[src/mem_pkg.sv]
// Shared operation and register codes for the memory test engine
// The control word needs DATA_W of at least 3 to hold the op code and start bit
`default_nettype none

package mem_pkg;

   // Width of the host configuration address
   localparam int CFG_ADDR_W = 3;

   // Bit positions inside a control register write
   localparam int CTRL_OP_LSB    = 0;
   localparam int CTRL_START_BIT = 2;

   // Operation codes carried in the low bits of the control word
   typedef enum logic [1:0] {
      OP_COPY  = 2'd0,
      OP_FILL  = 2'd1,
      OP_CHECK = 2'd2
   } op_t;

   // Register address codes seen on cfg_addr
   typedef enum logic [CFG_ADDR_W-1:0] {
      REG_SRC     = 3'd0,
      REG_DST     = 3'd1,
      REG_LEN     = 3'd2,
      REG_PATTERN = 3'd3,
      REG_MASK    = 3'd4,
      REG_CTRL    = 3'd5
   } reg_t;

endpackage

`default_nettype wire

[src/copy_engine.sv]
// Avalon-MM master for COPY, FILL and CHECK with one read outstanding at most
// Settings must stay stable while busy and len is limited to 2**ADDR_W-1 words
`timescale 1ns/100ps
`default_nettype none

module copy_engine #(
   parameter int DATA_W = 32,
   parameter int ADDR_W = 10
) (
   input  logic                clk,
   input  logic                rst_n,
   input  logic                start,
   input  mem_pkg::op_t        op,
   input  logic [ADDR_W-1:0]   src_addr,
   input  logic [ADDR_W-1:0]   dst_addr,
   input  logic [ADDR_W-1:0]   len,
   input  logic [DATA_W-1:0]   pattern,
   input  logic [DATA_W/8-1:0] mask,
   input  logic [DATA_W-1:0]   avmm_readdata,
   input  logic                avmm_readdatavalid,
   input  logic                avmm_waitrequest,
   output logic                busy,
   output logic                done,
   output logic [DATA_W-1:0]   signature,
   output logic [ADDR_W-1:0]   avmm_address,
   output logic                avmm_read,
   output logic                avmm_write,
   output logic [DATA_W-1:0]   avmm_writedata,
   output logic [DATA_W/8-1:0] avmm_byteenable
);

   import mem_pkg::*;

   localparam int BE_W = DATA_W / 8;

   // State indices used to build the one-hot codes
   typedef enum {
      idle_i,
      read_req_i,
      read_wait_i,
      write_i,
      finish_i
   } state_idx_t;

   typedef enum logic [4:0] {
      IDLE      = 5'b1 << idle_i,
      READ_REQ  = 5'b1 << read_req_i,
      READ_WAIT = 5'b1 << read_wait_i,
      WRITE     = 5'b1 << write_i,
      FINISH    = 5'b1 << finish_i
   } state_t;

   state_t            state;
   state_t            next_state;
   logic [ADDR_W-1:0] cnt;
   logic [ADDR_W-1:0] src_ptr;
   logic [ADDR_W-1:0] dst_ptr;
   logic [DATA_W-1:0] rdata_q;
   logic              last;

   // The word in flight is the final one when a single word remains
   assign last = (cnt == ADDR_W'(1));

   // Bus outputs decode straight from the state register
   assign avmm_read       = (state == READ_REQ);
   assign avmm_write      = (state == WRITE);
   assign avmm_address    = (state == WRITE) ? dst_ptr : src_ptr;
   assign avmm_writedata  = (op == OP_FILL) ? pattern : rdata_q;
   assign avmm_byteenable = (op == OP_FILL) ? mask : {BE_W{1'b1}};

   // Busy covers every state that owns the bus and done marks FINISH
   assign busy = !(state == IDLE || state == FINISH);
   assign done = (state == FINISH);

   always_comb begin
      next_state = state;
      unique case (state)
         IDLE: begin
            if (start) begin
               if (len == '0) begin
                  next_state = FINISH;
               end else if (op == OP_FILL) begin
                  next_state = WRITE;
               end else begin
                  next_state = READ_REQ;
               end
            end
         end
         READ_REQ: begin
            if (!avmm_waitrequest) begin
               next_state = READ_WAIT;
            end
         end
         READ_WAIT: begin
            if (avmm_readdatavalid) begin
               if (op == OP_COPY) begin
                  next_state = WRITE;
               end else if (last) begin
                  next_state = FINISH;
               end else begin
                  next_state = READ_REQ;
               end
            end
         end
         WRITE: begin
            if (!avmm_waitrequest) begin
               if (last) begin
                  next_state = FINISH;
               end else if (op == OP_FILL) begin
                  next_state = WRITE;
               end else begin
                  next_state = READ_REQ;
               end
            end
         end
         FINISH:  next_state = IDLE;
         default: next_state = IDLE;
      endcase
   end

   always_ff @(posedge clk or negedge rst_n) begin
      if (!rst_n) begin
         state     <= IDLE;
         cnt       <= '0;
         src_ptr   <= '0;
         dst_ptr   <= '0;
         signature <= '0;
      end else begin
         state <= next_state;
         // Pointers and the count load on start and the signature restarts
         if (state == IDLE && start) begin
            cnt       <= len;
            src_ptr   <= src_addr;
            dst_ptr   <= dst_addr;
            signature <= '0;
         end
         if (state == READ_WAIT && avmm_readdatavalid) begin
            src_ptr <= src_ptr + 1'b1;
            // CHECK retires its word here since it never writes
            if (op != OP_COPY) begin
               signature <= signature ^ avmm_readdata;
               cnt       <= cnt - 1'b1;
            end
         end
         if (state == WRITE && !avmm_waitrequest) begin
            dst_ptr <= dst_ptr + 1'b1;
            cnt     <= cnt - 1'b1;
         end
      end
   end

   // Holding register for the COPY word between readdatavalid and the write
   always_ff @(posedge clk) begin
      if (state == READ_WAIT && avmm_readdatavalid) begin
         rdata_q <= avmm_readdata;
      end
   end

endmodule

`default_nettype wire

[config.mk]
export PLATFORM = sky130hd
export DESIGN_NAME = copy_engine
export DESIGN_NICKNAME = d
export VERILOG_FILES = /design/src/mem_pkg.sv /design/src/copy_engine.sv
export SDC_FILE = /design/constraint.sdc
export NUM_CORES = 1
export LEC_CHECK = 0
export ABC_AREA = 1
export BUFFER_PORTS_ARGS = -buffer_cell sky130_fd_sc_hd__clkbuf_2
export CORE_MARGIN = 5
export CORE_UTILIZATION = 46
export DETAILED_ROUTE_END_ITERATION = 6
export PLACE_DENSITY_LB_ADDON = 0.12
export SYNTH_ARGS = -nofsm -noshare
export SYNTH_HDL_FRONTEND = slang
export SYNTH_SLANG_ARGS = --single-unit
[constraint.sdc]
create_clock -name clk -period 2 [get_ports clk]
set_clock_uncertainty 0.15 [all_clocks]
set_input_delay 0.1 -clock clk [delete_from_list [all_inputs] [get_ports clk]]
set_output_delay 0.1 -clock clk [all_outputs]
set_load 0.05 [all_outputs]
==> metrics.txt <==
antenna violations before repair=0; top routing layer used=met4; leakage power=0.00440 uW; Critical Path RT=1.75 ns; CP startpoint kind=flop; routed vias/inst=4.80; I/O pins=187; Post-Syn Area per Cell=7.17 sq um; relative slew slack=0.686; CORE AREA=12,000 sq um; fin nets=1,157; Detail Placement HPWL=11.1 mm; effective utilization at floorplan=0.469; worst-path fanout max=7; Design Area, Final=8040 sq um; Post-DRT Antenna Nets=0; clock-pin slew on the worst setup and hold paths=0.06 ns; # clock sinks=99; Final TNS setup=0 ns; metal3 WL=911 um; fillers=1,007; Syn Std Cell Area=5610 sq um; Die Area=14,500 sq um; ys flop type=dfrtp_1; synthesized flop and latch total=99; RSZ-0062 raised after global routing=yes; met1 wire length=7.19 mm; slowest stage cell, crit path=dfrtp_1; final WL=16.1 mm; Post-synth EDFFs=32; area of placed instances=6890 sq um; Die Y=120 um; Met2 Routed Length=7.70 mm; Final min period=2.00 ns; Ant. Diodes=0; post-synthesis adder-cell area fraction=0.00893; clock root cell=clkbuf_16; f_max=501 MHz; Synth-to-Final Area Change=43.4%; largest cells by area after synthesis=dfrtp_1 29%, nand2_1 25%, edfxtp_1 17%; Worst Path Arrival=1.75 ns; TritonCTS buffer count=9; register area share after synthesis=0.471; most common cell after layout, fill and taps aside=nand2_1; pwr/cell area=1190 nW/um^2; Synth async-reset ratio=0.677; drt initial violations=284; sequence of cells on the critical path=inv_2, buf_4, nand4_1, buf_4, o21ai_1, buf_4; drt first pass iters=5; Synth Area in Compound Gates=0.0453; Worst path max stage delay=0.41 ns; total grt overflow=0; maximum clock path buffer count=2; number of global-route vias before repair=5,415; CTS HTree Levels=3; setup violators final=0; XOR/XNOR share of the synthesized area=0.0141; largest net degree at the start of global routing=68; die width=120 um; Cells after Synth=782; Yosys Warn Count=0; Critical Path End Type=output pin; simple-gate area share of the yosys netlist=0.376; Rows=40; largest area contributor in the netlist=dfrtp_1; post-synthesis mux area share=0; share of the synthesized area in the top cell type=0.295; share of layout cells above drive strength 1=0.254; via count=5,761; input/output buffers=186; RD Place Congestion=0.859; overall routing resource usage=0.219; Synth cell types=32; final hold vios=0; most frequent cells in the layout=368 x nand2_1, 174 x clkbuf_2, 80 x inv_1, 66 x dlygate4sd3_1, 65 x dfrtp_1; Routed WL per cell=13.4 um; storage element area=2640 sq um; Skew-Pair Late Insertion Delay=0.35 ns; Slew Viols, Final=0; Worst VDD drop=0.926 mV; CP dominant cell by count=buf_4; max-cap violation count=0; Tcrit/Tclk final=0.998; run status=finished, final reports clean; Least-Margin Pin Slew=0.468 ns; global-route wire length before repair=25.9 mm; area of the multi-input gates=2560 sq um; main combinational cell family by area after synthesis=simple AND/OR/NAND/NOR gates; CTS tree=done; drc violations=0; kind of critical path=reg2out; min-delay worst type=in2reg; syn nets=891
## worst max-delay path, delay by kind of cell, from the launching register on
family,cells,cell delay (ns)
flip-flops,1,0.41
AO/OA/AOI/OAI,1,0.17
AND/OR/NAND/NOR,1,0.13
buffers and inverters,4,0.69
## final timing paths
check                                             from                endpoint  slack (ns)  cells after the start
worst max-delay path              state[4]$_DFFE_PN0P_         avmm_address[7]       0.003                      6
worst min-delay path                             op[0]    state[3]$_DFFE_PN0P_        0.05                      6
worst max register to register    state[1]$_DFFE_PN0P_        cnt[9]$_DFF_PN0_        0.16                      8
worst min register to register  dst_ptr[7]$_DFFE_PN0P_  dst_ptr[7]$_DFFE_PN0P_        0.39                      2
max in group asynchronous                        rst_n    state[0]$_DFFE_PN1P_        1.21                      3
min in group asynchronous                        rst_n  dst_ptr[4]$_DFFE_PN0P_        0.15                      3
## synth_stat cells, drive strengths merged, types with 2 or more instances
library cell and instances:
o21ai 38, dfrtp 66, clkbuf 6, edfxtp 32
nand2 375, xor2 8, nand3b 2, buf 18
inv 85, ha 4, nand4 6, nor2 54
o211ai 4, a21oi 6, or2 5, nor3 6
nand3 63
## report_power, final
group	switching (uW)	total, uW	internal, uW
combinational	3010	4630	1620
sequential	430	3010	2580
clock	789	1890	1100
## flip-flops by register name (all words and copies together) (netlist names)
name       flops
rdata_q       32
signature     32
cnt           10
dst_ptr       10
src_ptr       10
state          5
## metrics by stage
stage / utilization / power (uW) / hold WS [ns] / instances / worst slack (ns)
finish: 0.672 / 9530 / 0.0497 / 1200 / 0.00305
global route: 0.672 / 10100 / 0.108 / 1200 / -0.0637
CTS: 0.662 / 9420 / 0.0440 / 1192 / 0.00174
detailed placement: 0.576 / 7340 / 0.00420 / 1106 / 0.107
global placement: 0.576 / 7300 / 0.00547 / 1106 / 0.168
floorplan: - / 5960 / -0.346 / 782 / -0.130
## layer usage
layer,GRT usage,vias to the layer above
li1,-,2959
met5,0,-
met3,0.0426,21
met1,0.288,2611
met2,0.365,170
met4,0.0744,0
## logic make-up (layout without fill, tap and decap cells)
group | count (synthesis) | count (layout)
AO/OA/AOI/OAI | 48 | 48
XOR/XNOR | 9 | 9
adder cells (fa/ha/maj) | 4 | 4
buffers and inverters | 110 | 381
flip-flops | 99 | 99
AND/OR/NAND/NOR | 512 | 512
## cell type report
class	instances	share of cell area
sequential	99	0.328
timing repair buffer	279	0.249
clock inverter	7	0.0121
clock buffer	9	0.0280
multi-input combinational	573	0.318
inverter	86	0.0408
tap	147	0.0229
## what timing repair did
item	in CTS	in global routing
resized for setup	7	17
hold buffers	66	0
pin swaps	1	3
endpoints found under the setup margin	10	15
gates cloned	0	1
hold endpoints to repair	164	0
setup buffers	4	7
Note: power is estimated with default switching activity, not from simulation.
