### config.mk
export PLATFORM = sky130hd
export DESIGN_NAME = copy_csr
export DESIGN_NICKNAME = d
export VERILOG_FILES = /design/src/mem_pkg.sv /design/src/copy_csr.sv
export SDC_FILE = /design/constraint.sdc
export NUM_CORES = 1
export LEC_CHECK = 0
export BUFFER_PORTS_ARGS = -buffer_cell sky130_fd_sc_hd__buf_2
export CORE_ASPECT_RATIO = 0.7
export CORE_MARGIN = 4
export CORE_UTILIZATION = 30
export CTS_CLUSTER_DIAMETER = 200
export DETAILED_ROUTE_END_ITERATION = 7
export MAX_ROUTING_LAYER = met4
export PLACE_DENSITY = 0.5
export RECOVER_POWER = 100
export SKIP_CTS_REPAIR_TIMING = 1
export SLEW_MARGIN = 5
export SYNTH_ARGS = -nofsm -noshare
export SYNTH_HDL_FRONTEND = slang
export SYNTH_SLANG_ARGS = --single-unit
### constraint.sdc
create_clock -name clk -period 1.8 [get_ports clk]
set_clock_uncertainty 0.05 [all_clocks]
set_input_delay 0.36 -clock clk [delete_from_list [all_inputs] [get_ports clk]]
set_output_delay 0.36 -clock clk [all_outputs]
set_load 0.02 [all_outputs]
### src/mem_pkg.sv
// Shared operation and register codes for the memory test engine
// The control word needs DATA_W of at least 3 to hold the op code and start bit
`default_nettype none

package mem_pkg;

   // Width of the host configuration address
   localparam int CFG_ADDR_W = 3;

   // Bit positions inside a control register write
   localparam int CTRL_OP_LSB    = 0;
   localparam int CTRL_START_BIT = 2;

   // Operation codes carried in the low bits of the control word
   typedef enum logic [1:0] {
      OP_COPY  = 2'd0,
      OP_FILL  = 2'd1,
      OP_CHECK = 2'd2
   } op_t;

   // Register address codes seen on cfg_addr
   typedef enum logic [CFG_ADDR_W-1:0] {
      REG_SRC     = 3'd0,
      REG_DST     = 3'd1,
      REG_LEN     = 3'd2,
      REG_PATTERN = 3'd3,
      REG_MASK    = 3'd4,
      REG_CTRL    = 3'd5
   } reg_t;

endpackage

`default_nettype wire

### src/copy_csr.sv
// Host register block with write-only registers and no back-pressure
// Writes are dropped while the engine is busy or a start is pending
`timescale 1ns/100ps
`default_nettype none

module copy_csr #(
   parameter int DATA_W = 32,
   parameter int ADDR_W = 10
) (
   input  logic                clk,
   input  logic                rst_n,
   input  logic                cfg_write,
   input  mem_pkg::reg_t       cfg_addr,
   input  logic [DATA_W-1:0]   cfg_wdata,
   input  logic                busy,
   output logic                start,
   output mem_pkg::op_t        op,
   output logic [ADDR_W-1:0]   src_addr,
   output logic [ADDR_W-1:0]   dst_addr,
   output logic [ADDR_W-1:0]   len,
   output logic [DATA_W-1:0]   pattern,
   output logic [DATA_W/8-1:0] mask
);

   import mem_pkg::*;

   localparam int BE_W = DATA_W / 8;

   logic wr_ok;

   // A write only lands when nothing is running and no start is in flight
   // so the engine sees settings that cannot move under it
   assign wr_ok = cfg_write && !busy && !start;

   always_ff @(posedge clk or negedge rst_n) begin
      if (!rst_n) begin
         start    <= 1'b0;
         op       <= OP_COPY;
         src_addr <= '0;
         dst_addr <= '0;
         len      <= '0;
         pattern  <= '0;
         mask     <= '0;
      end else begin
         // Start is a single-cycle strobe by default
         start <= 1'b0;
         if (wr_ok) begin
            unique case (cfg_addr)
               REG_SRC:     src_addr <= cfg_wdata[ADDR_W-1:0];
               REG_DST:     dst_addr <= cfg_wdata[ADDR_W-1:0];
               REG_LEN:     len      <= cfg_wdata[ADDR_W-1:0];
               REG_PATTERN: pattern  <= cfg_wdata;
               REG_MASK:    mask     <= cfg_wdata[BE_W-1:0];
               REG_CTRL: begin
                  // The op code is taken even without the start bit
                  op    <= op_t'(cfg_wdata[CTRL_OP_LSB +: $bits(op_t)]);
                  start <= cfg_wdata[CTRL_START_BIT];
               end
               default: begin
                  // Unused address codes are silently ignored
               end
            endcase
         end
      end
   end

endmodule

`default_nettype wire

==> results of run 1 <==
==> Yosys cell counts (all sizes together) <==
cell type / number / area (um^2)
nand2: 2 / 17.5
nor2: 1 / 3.75
nand3: 1 / 5.00
and2b: 1 / 7.51
nand3b: 2 / 15.0
and4bb: 1 / 12.5
and2: 1 / 6.26
mux2: 68 / 878
dfrtp: 69 / 1730
nor3b: 1 / 12.5
buf: 5 / 43.8
and3: 1 / 6.26
==> layer usage <==
| layer | part of all wire (%) | track usage, % | vias to the layer above |
|---|---|---|---|
| met5 | 0 | - | - |
| met4 | 1.2 | 4.57 | 0 |
| met3 | 5.4 | 4.71 | 6 |
| met2 | 48 | 19.2 | 40 |
| met1 | 45 | 16.5 | 833 |
| li1 | - | - | 784 |
==> registers in the layout (all words and copies together) (netlist names) <==
| register | count |
|---|---|
| dst_addr | 10 |
| len | 10 |
| mask | 4 |
| op | 2 |
| pattern | 32 |
| src_addr | 10 |
| start | 1 |
==> worst max-delay path: stages (launching register included) <==
cell and delay (ns):
dfrtp_1 0.38, nor2_1 0.16, nand2_1 0.37, mux2_2 0.41
==> kinds of logic (layout without fill, tap and decap cells) <==
kind of cell,Yosys count,in the layout
mux,68,68
flops,69,69
buf+inv,5,129
simple gates,11,11
==> metrics by stage <==
stage               hold WS [ns]  worst slack, ns  instance area [um^2]
floorplan                 0.0144            0.315                  2740
global placement           0.372            0.183                  3460
detailed placement         0.366            0.161                  3460
CTS                       0.0133            0.326                  3770
global route               0.192            0.187                  3570
finish                     0.193            0.312                  3570
==> where the power goes <==
part / total, uW / switching [uW] / internal [uW]
combinational: 1180 / 758 / 424
sequential: 2090 / 185 / 1910
clock: 1830 / 627 / 1210
total: 5110 / 1570 / 3540
==> cell type report <==
type / instances / area, um^2
clock buffer: 11 / 233
multi-input combinational: 79 / 872
sequential: 69 / 1730
fill: 862 / 5080
timing repair buffer: 113 / 512
clock inverter: 5 / 75.1
tap: 120 / 150
==> worst paths after layout <==
path,from,to,slack (ns),depth (start not counted)
worst max-delay path,start$_DFF_PN0_,len[2]$_DFFE_PN0P_,0.31,3
worst min-delay path,cfg_wdata[25],pattern[25]$_DFFE_PN0P_,0.19,2
worst max register to register,start$_DFF_PN0_,len[2]$_DFFE_PN0P_,0.31,3
worst min register to register,pattern[13]$_DFFE_PN0P_,pattern[13]$_DFFE_PN0P_,0.44,1
max in group asynchronous,rst_n,dst_addr[9]$_DFFE_PN0P_,0.87,2
min in group asynchronous,rst_n,pattern[24]$_DFFE_PN0P_,0.24,2
==> flow_metrics.py, run 1 <==
metrics = {
    "sta": {
        "hold_viol": 0,
        "rsz0062_at_grt": "false",
        "period_minus_slack_ns": 1.49,
        "slew_headroom_pct": 37.2,
        "period_share_pct": 82.7,
        "worst_pin_slew_ns": 0.942,
        "setup_tns_ns": 0,
        "fmax_ghz": 0.672,
        "final-setup-viol-count": 0,
        "maxSlewViolCount": 0,
    },
    "global_routing": {
        "grt.total_usage_pct": 13.0,
        "grt_max_degree": 70,
        "grt_pass1_vias": 1818,
        "antenna_found_initial": 0,
        "grt-ovfl-total": 0,
        "grt_pass1_wl_mm": 9.99,
    },
    "final_layout": {
        "num-nets-final": 311,
        "final_util_pct": 41.2,
        "fin_cells": 397,
        "layout_common_cells": "71 x clkbuf_1, 69 x dfrtp_1, 38 x mux2_2, 38 x buf_2, 24 x mux2_1",
        "area_delta_synth_final_pct": 30.5,
        "antennaDiodeCount": 0,
        "final_layout_size_suffix_gt1_share_pct": 37.9,
        "layout_commonest_cell": "clkbuf_1",
    },
    "worst_setup_path": {
        "worstSetupEndpointType": "register",
        "required_ns": 1.96,
        "startpoint_type": "register",
        "arrival_ns": 1.65,
        "path_max_fanout": 10,
        "critical_path_class": "reg2reg",
    },
    "synthesis": {
        "syn_avg_cell_area_um2": 17.9,
        "syn_inst": 153,
        "syn_area_um2": 2740,
        "yosys_warnings": 0,
        "synth_fp_nets": 192,
        "ys_seq_elements": 69,
        "synth_top_family_by_area": "multiplexers",
        "synthDistinctLibCells": 15,
        "yosysSeqAreaShare_pct": 63.1,
        "synth_compound_area_share_pct": 0,
        "synthSimpleGateAreaFrac_pct": 3.16,
        "synthXorXnorAreaFrac_pct": 0,
        "yosys.area_share.adder_pct": 0,
        "yosys-mux-area-fraction_pct": 32.1,
    },
    "cts": {
        "worstSkewPairLatency_ns": 0.33,
        "htree_num_levels": 3,
        "clock-sinks": 69,
        "cts-root-buf": "clkbuf_16",
        "cts_tree": "built",
        "cts_buffers": 9,
        "clk_pin_slew_ns": 0.05,
        "cts.path.max_buffers": 2,
    },
    "floorplanning": {
        "die_area_um2": 10700,
        "die_h_um": 87.9,
        "io_pins": 108,
        "die_w_um": 122,
        "start_util_pct": 31.6,
        "core_um2": 8650,
        "fp-row-count": 28,
    },
    "routing": {
        "wl_mm": 6.32,
        "drc": 0,
        "viasPerCell": 4.19,
        "ant_nets": 0,
        "wl_per_cell_um": 15.9,
        "drtIter0Drc": 52,
        "drt_first_pass_iters": 3,
        "num_vias": 1663,
    },
    "placed_design": {
        "dp_hpwl_mm": 4.48,
        "globalplace.congestion": 0.692,
        "io_buffers": 107,
        "place_inst": 381,
    },
    "power": {
        "irDropWorstVdd_mv": 0.662,
        "p_leak_uw": 0.00165,
        "powerDensity_nw_per_um2": 1430,
        "power_uw": 5110,
    },
    "job": {
        "drv_cap": 0,
    },
    "run_status": {
        "status": "finished, final reports clean",
    },
    "hold_path": {
        "hold_class": "in2reg",
    },
}
Note: power is estimated with default switching activity, not from simulation.
==> inputs of run 2 (changes only) <==
PLACE_DENSITY = 0.52   (was 0.5)
clock period = 1.2 ns   (was 1.8 ns; I/O delays follow)
==> flow_metrics.py, run 2 (synthesis results as in run 1) <==
metrics = {
    "global_routing": {
        "antenna_found_initial": 0,
        "grt.total_usage_pct": 13.6,
        "grt-ovfl-total": 0,
        "grt_max_degree": 70,
        "grt_pass1_vias": 1869,
        "grt_pass1_wl_mm": 10.6,
    },
    "cts": {
        "clk_pin_slew_ns": 0.05,
        "worstSkewPairLatency_ns": 0.32,
        "cts-root-buf": "clkbuf_16",
        "clock-sinks": 69,
        "cts_tree": "built",
        "cts_buffers": 9,
        "htree_num_levels": 3,
        "cts.path.max_buffers": 2,
    },
    "sta": {
        "slew_headroom_pct": 57.7,
        "rsz0062_at_grt": "true",
        "period_minus_slack_ns": 1.42,
        "worst_pin_slew_ns": 0.634,
        "period_share_pct": 118,
        "maxSlewViolCount": 0,
        "hold_viol": 0,
        "final-setup-viol-count": 68,
        "fmax_ghz": 0.703,
        "setup_slack_ns": -0.222,
    },
    "worst_setup_path": {
        "cpLargestDelayFamily": "flip-flops",
        "cp_slowest_cell": "dfrtp_2",
        "startpoint_type": "register",
        "cpPeakStageDelay_ns": 0.40,
        "path_max_fanout": 10,
        "critPathBufInv": 1,
        "arrival_ns": 1.58,
        "critical_path_class": "reg2reg",
        "worstSetupEndpointType": "register",
        "required_ns": 1.36,
        "cp_num_cells": 4,
        "worst-r2r-cell-count": 4,
        "crit_path_cell_trace": "and2b_2 -> nand3b_1 -> buf_12 -> mux2_2",
    },
    "job": {
        "drv_cap": 0,
    },
    "routing": {
        "drc": 0,
        "drt_first_pass_iters": 4,
        "wl_mm": 6.61,
        "drtIter0Drc": 68,
        "ant_nets": 0,
        "wl_per_cell_um": 16.1,
        "num_vias": 1765,
        "viasPerCell": 4.30,
    },
    "placed_design": {
        "dp_hpwl_mm": 4.63,
        "globalplace.congestion": 0.684,
        "io_buffers": 107,
    },
    "final_layout": {
        "layout_common_cells": "76 x buf_2, 68 x dfrtp_1, 36 x mux2_2, 32 x mux2_4, 20 x buf_4",
        "largest_reg_flops": 32,
        "final_layout_size_suffix_gt1_share_pct": 73.8,
        "antennaDiodeCount": 0,
        "layout_commonest_cell": "buf_2",
        "largest_register": "pattern",
        "area_delta_synth_final_pct": 44.6,
        "num-nets-final": 324,
        "final_util_pct": 45.7,
    },
    "power": {
        "irDropWorstVdd_mv": 0.947,
        "p_leak_uw": 0.00209,
        "powerDensity_nw_per_um2": 1990,
        "power_uw": 7880,
    },
    "floorplanning": {
        "die_w_um": 122,
        "die_h_um": 87.9,
        "die_area_um2": 10700,
        "io_pins": 108,
        "start_util_pct": 31.6,
        "core_um2": 8650,
        "fp-row-count": 28,
    },
    "run_status": {
        "status": "complete, but fails checks",
        "violations": "setup timing",
    },
    "hold_path": {
        "whs_path_depth": 2,
        "hold_class": "in2reg",
    },
}
==> run 2: cell types whose count changed in the layout (fill, tap and decap cells not counted), moves of 3 or more <==
cell / before / now
buf_4: 0 / 20
buf_12: 2 / 5
clkbuf_1: 71 / 1
clkbuf_2: 3 / 16
mux2_1: 24 / 0
buf_2: 38 / 76
buf_6: 0 / 7
mux2_4: 6 / 32
==> run 2: path summary, 6_finish.rpt <==
check                                   start                       to  slack, ns
max in group asynchronous               rst_n       len[6]$_DFFE_PN0P_       0.16
max reg2reg                   start$_DFF_PN0_  dst_addr[1]$_DFFE_PN0P_      -0.22
min in group asynchronous               rst_n  pattern[26]$_DFFE_PN0P_       0.49
min reg2reg                len[5]$_DFFE_PN0P_       len[5]$_DFFE_PN0P_       0.45
min                             cfg_wdata[31]  pattern[31]$_DFFE_PN0P_       0.09
max                           start$_DFF_PN0_  dst_addr[1]$_DFFE_PN0P_      -0.22
==> run 2: stage by stage <==
step	setup slack [ns]	instance area (um^2)	TNS, ns	hold WS [ns]	std cells
CTS	-0.240	3810	-11.43	-0.110	401
detailed placement	-0.244	3530	-14.15	0.249	385
global placement	-0.214	3530	-12.85	0.248	385
finish	-0.222	3960	-11.06	0.0925	410
floorplan	-0.191	2740	-9.87	-0.106	153
global route	-0.303	3960	-15.14	0.0761	410
==> run 2: worst reg2reg max path, stage by stage, from the launching register on <==
cell      delay (ns)
dfrtp_2         0.40
and2b_2         0.25
nand3b_1        0.15
buf_12          0.19
mux2_2          0.27
==> run 2: per-layer routing <==
layer	vias to the layer above	GRT usage [%]	share of wire, %
met5	-	-	0
met4	0	5.79	1.6
met3	10	4.45	6.5
met2	52	19.4	46
met1	892	17.8	46
li1	811	-	-
==> run 2: final cells by class <==
type                    count  area, um^2
clock buffers              12         256
well taps                 120         150
fillers                   825        4700
multi-input cells          79         973
repair buffers            126         825
flip-flops and latches     69        1730
clock inverters             4        22.5
==> run 2: report_power, final <==
part	internal (uW)	switching [uW]
clock network	1500	943
registers	2860	281
logic	1110	1180
total	5480	2400
==> inputs of run 3 (changes only) <==
PLACE_DENSITY = 0.64   (was 0.52)
clock period = 1.4 ns   (was 1.2 ns; I/O delays follow)
==> flow_metrics.py, run 3 (synthesis results as in run 1) <==
metrics = {
    "run_status": {
        "status": "complete, but fails checks",
        "violations": "setup timing",
    },
    "sta": {
        "final-setup-viol-count": 18,
        "setup_slack_ns": -0.0198,
        "maxSlewViolCount": 0,
        "rsz0062_at_grt": "true",
        "fmax_ghz": 0.704,
        "worst_pin_slew_ns": 0.399,
        "hold-worst-slack_ns": 0.131,
        "slew_headroom_pct": 73.4,
        "hold_viol": 0,
        "period_minus_slack_ns": 1.42,
        "period_share_pct": 101,
    },
    "power": {
        "powerDensity_nw_per_um2": 1720,
        "irDropWorstVdd_mv": 0.764,
        "p_leak_uw": 0.00203,
    },
    "final_layout": {
        "final_layout_size_suffix_gt1_share_pct": 72.6,
        "area_delta_synth_final_pct": 39.8,
        "largest_reg_flops": 32,
        "antennaDiodeCount": 0,
        "layout_commonest_cell": "buf_2",
        "largest_register": "pattern",
        "final_util_pct": 44.2,
        "num-nets-final": 316,
        "layout_common_cells": "106 x buf_2, 68 x dfrtp_1, 36 x mux2_2, 32 x mux2_4, 11 x clkbuf_16",
    },
    "floorplanning": {
        "start_util_pct": 31.6,
        "fp-row-count": 28,
        "io_pins": 108,
        "die_area_um2": 10700,
        "die_h_um": 87.9,
        "core_um2": 8650,
        "die_w_um": 122,
    },
    "routing": {
        "met2_length_mm": 2.94,
        "wl_mm": 6.48,
        "drc": 0,
        "drtIter0Drc": 64,
        "routed.top_layer": "met4",
        "routed-wl-met3_um": 432,
        "drt_first_pass_iters": 2,
        "num_vias": 1733,
        "wl_met1_mm": 3.00,
        "ant_nets": 0,
        "viasPerCell": 4.32,
        "wl_per_cell_um": 16.2,
    },
    "cts": {
        "cts_tree": "built",
        "clock-sinks": 69,
        "cts.path.max_buffers": 2,
        "cts-root-buf": "clkbuf_16",
        "worstSkewPairLatency_ns": 0.32,
        "cts_buffers": 9,
        "clk_pin_slew_ns": 0.05,
        "htree_num_levels": 3,
    },
    "worst_setup_path": {
        "path_max_fanout": 8,
        "rrSetupSlack_ns": -0.02,
        "critical_path_class": "reg2reg",
        "worstSetupEndpointType": "register",
        "arrival_ns": 1.58,
        "startpoint_type": "register",
        "required_ns": 1.56,
    },
    "global_routing": {
        "grt-ovfl-total": 0,
        "grt.total_usage_pct": 13.0,
        "grt_pass1_wl_mm": 9.78,
        "antenna_found_initial": 0,
        "grt_max_degree": 31,
        "grt_pass1_vias": 1857,
    },
    "placed_design": {
        "io_buffers": 107,
        "dp_hpwl_mm": 4.47,
        "globalplace.congestion": 0.716,
    },
    "job": {
        "drv_cap": 0,
    },
    "hold_path": {
        "hold_class": "in2reg",
    },
}
## run 3: cell types whose count changed in the layout (fill, tap and decap cells not counted)
cell,before,now
buf_12,5,3
buf_2,76,106
buf_4,20,5
buf_6,7,0
clkbuf_1,1,2
clkbuf_16,10,11
clkbuf_2,16,1
clkbuf_8,2,3
clkinv_2,3,1
clkinvlp_4,1,0
## run 3: report_power, final
part / internal [uW] / switching [uW] / total, uW
registers: 2460 / 229 / 2680
logic: 820 / 977 / 1800
clock network: 1330 / 759 / 2090
total: 4610 / 1960 / 6570
## run 3: path summary, 6_finish.rpt
kind	to	start	cells after the start
worst max-delay path	pattern[28]$_DFFE_PN0P_	start$_DFF_PN0_	4
worst min-delay path	pattern[15]$_DFFE_PN0P_	cfg_wdata[15]	2
worst max register to register	pattern[28]$_DFFE_PN0P_	start$_DFF_PN0_	4
worst min register to register	dst_addr[8]$_DFFE_PN0P_	dst_addr[8]$_DFFE_PN0P_	1
max in group asynchronous	pattern[22]$_DFFE_PN0P_	rst_n	3
min in group asynchronous	pattern[25]$_DFFE_PN0P_	rst_n	2
## run 3: critical path: stages, from the launching register on
cell and delay [ns]:
dfrtp_2 0.40, and2b_2 0.26, nand2_4 0.11, clkbuf_16 0.20, mux2_4 0.29
## run 3: per-layer routing
layer | vias to the layer above | track usage, %
li1 | 797 | -
met1 | 868 | 15.6
met2 | 57 | 19.2
met3 | 11 | 5.55
met4 | 0 | 5.69
met5 | - | -
## run 3: stage by stage
stage	setup slack [ns]	total power (uW)	TNS (ns)	instance area, um^2	instances
global route	-0.0635	6950	-1.74	3820	401
detailed placement	-0.114	4530	-4.64	3490	383
CTS	-0.0439	6680	-0.395	3770	398
global placement	-0.0892	4500	-3.68	3490	383
finish	-0.0198	6570	-0.191	3820	401
floorplan	-0.00566	3820	-0.0113	2740	153
## run 3: final cells by class
cell class | instances | area [um^2]
tap | 120 | 150
clock buffer | 14 | 274
timing repair buffer | 118 | 693
fill | 839 | 4830
multi-input combinational | 79 | 973
clock inverter | 1 | 5.00
sequential | 69 | 1730
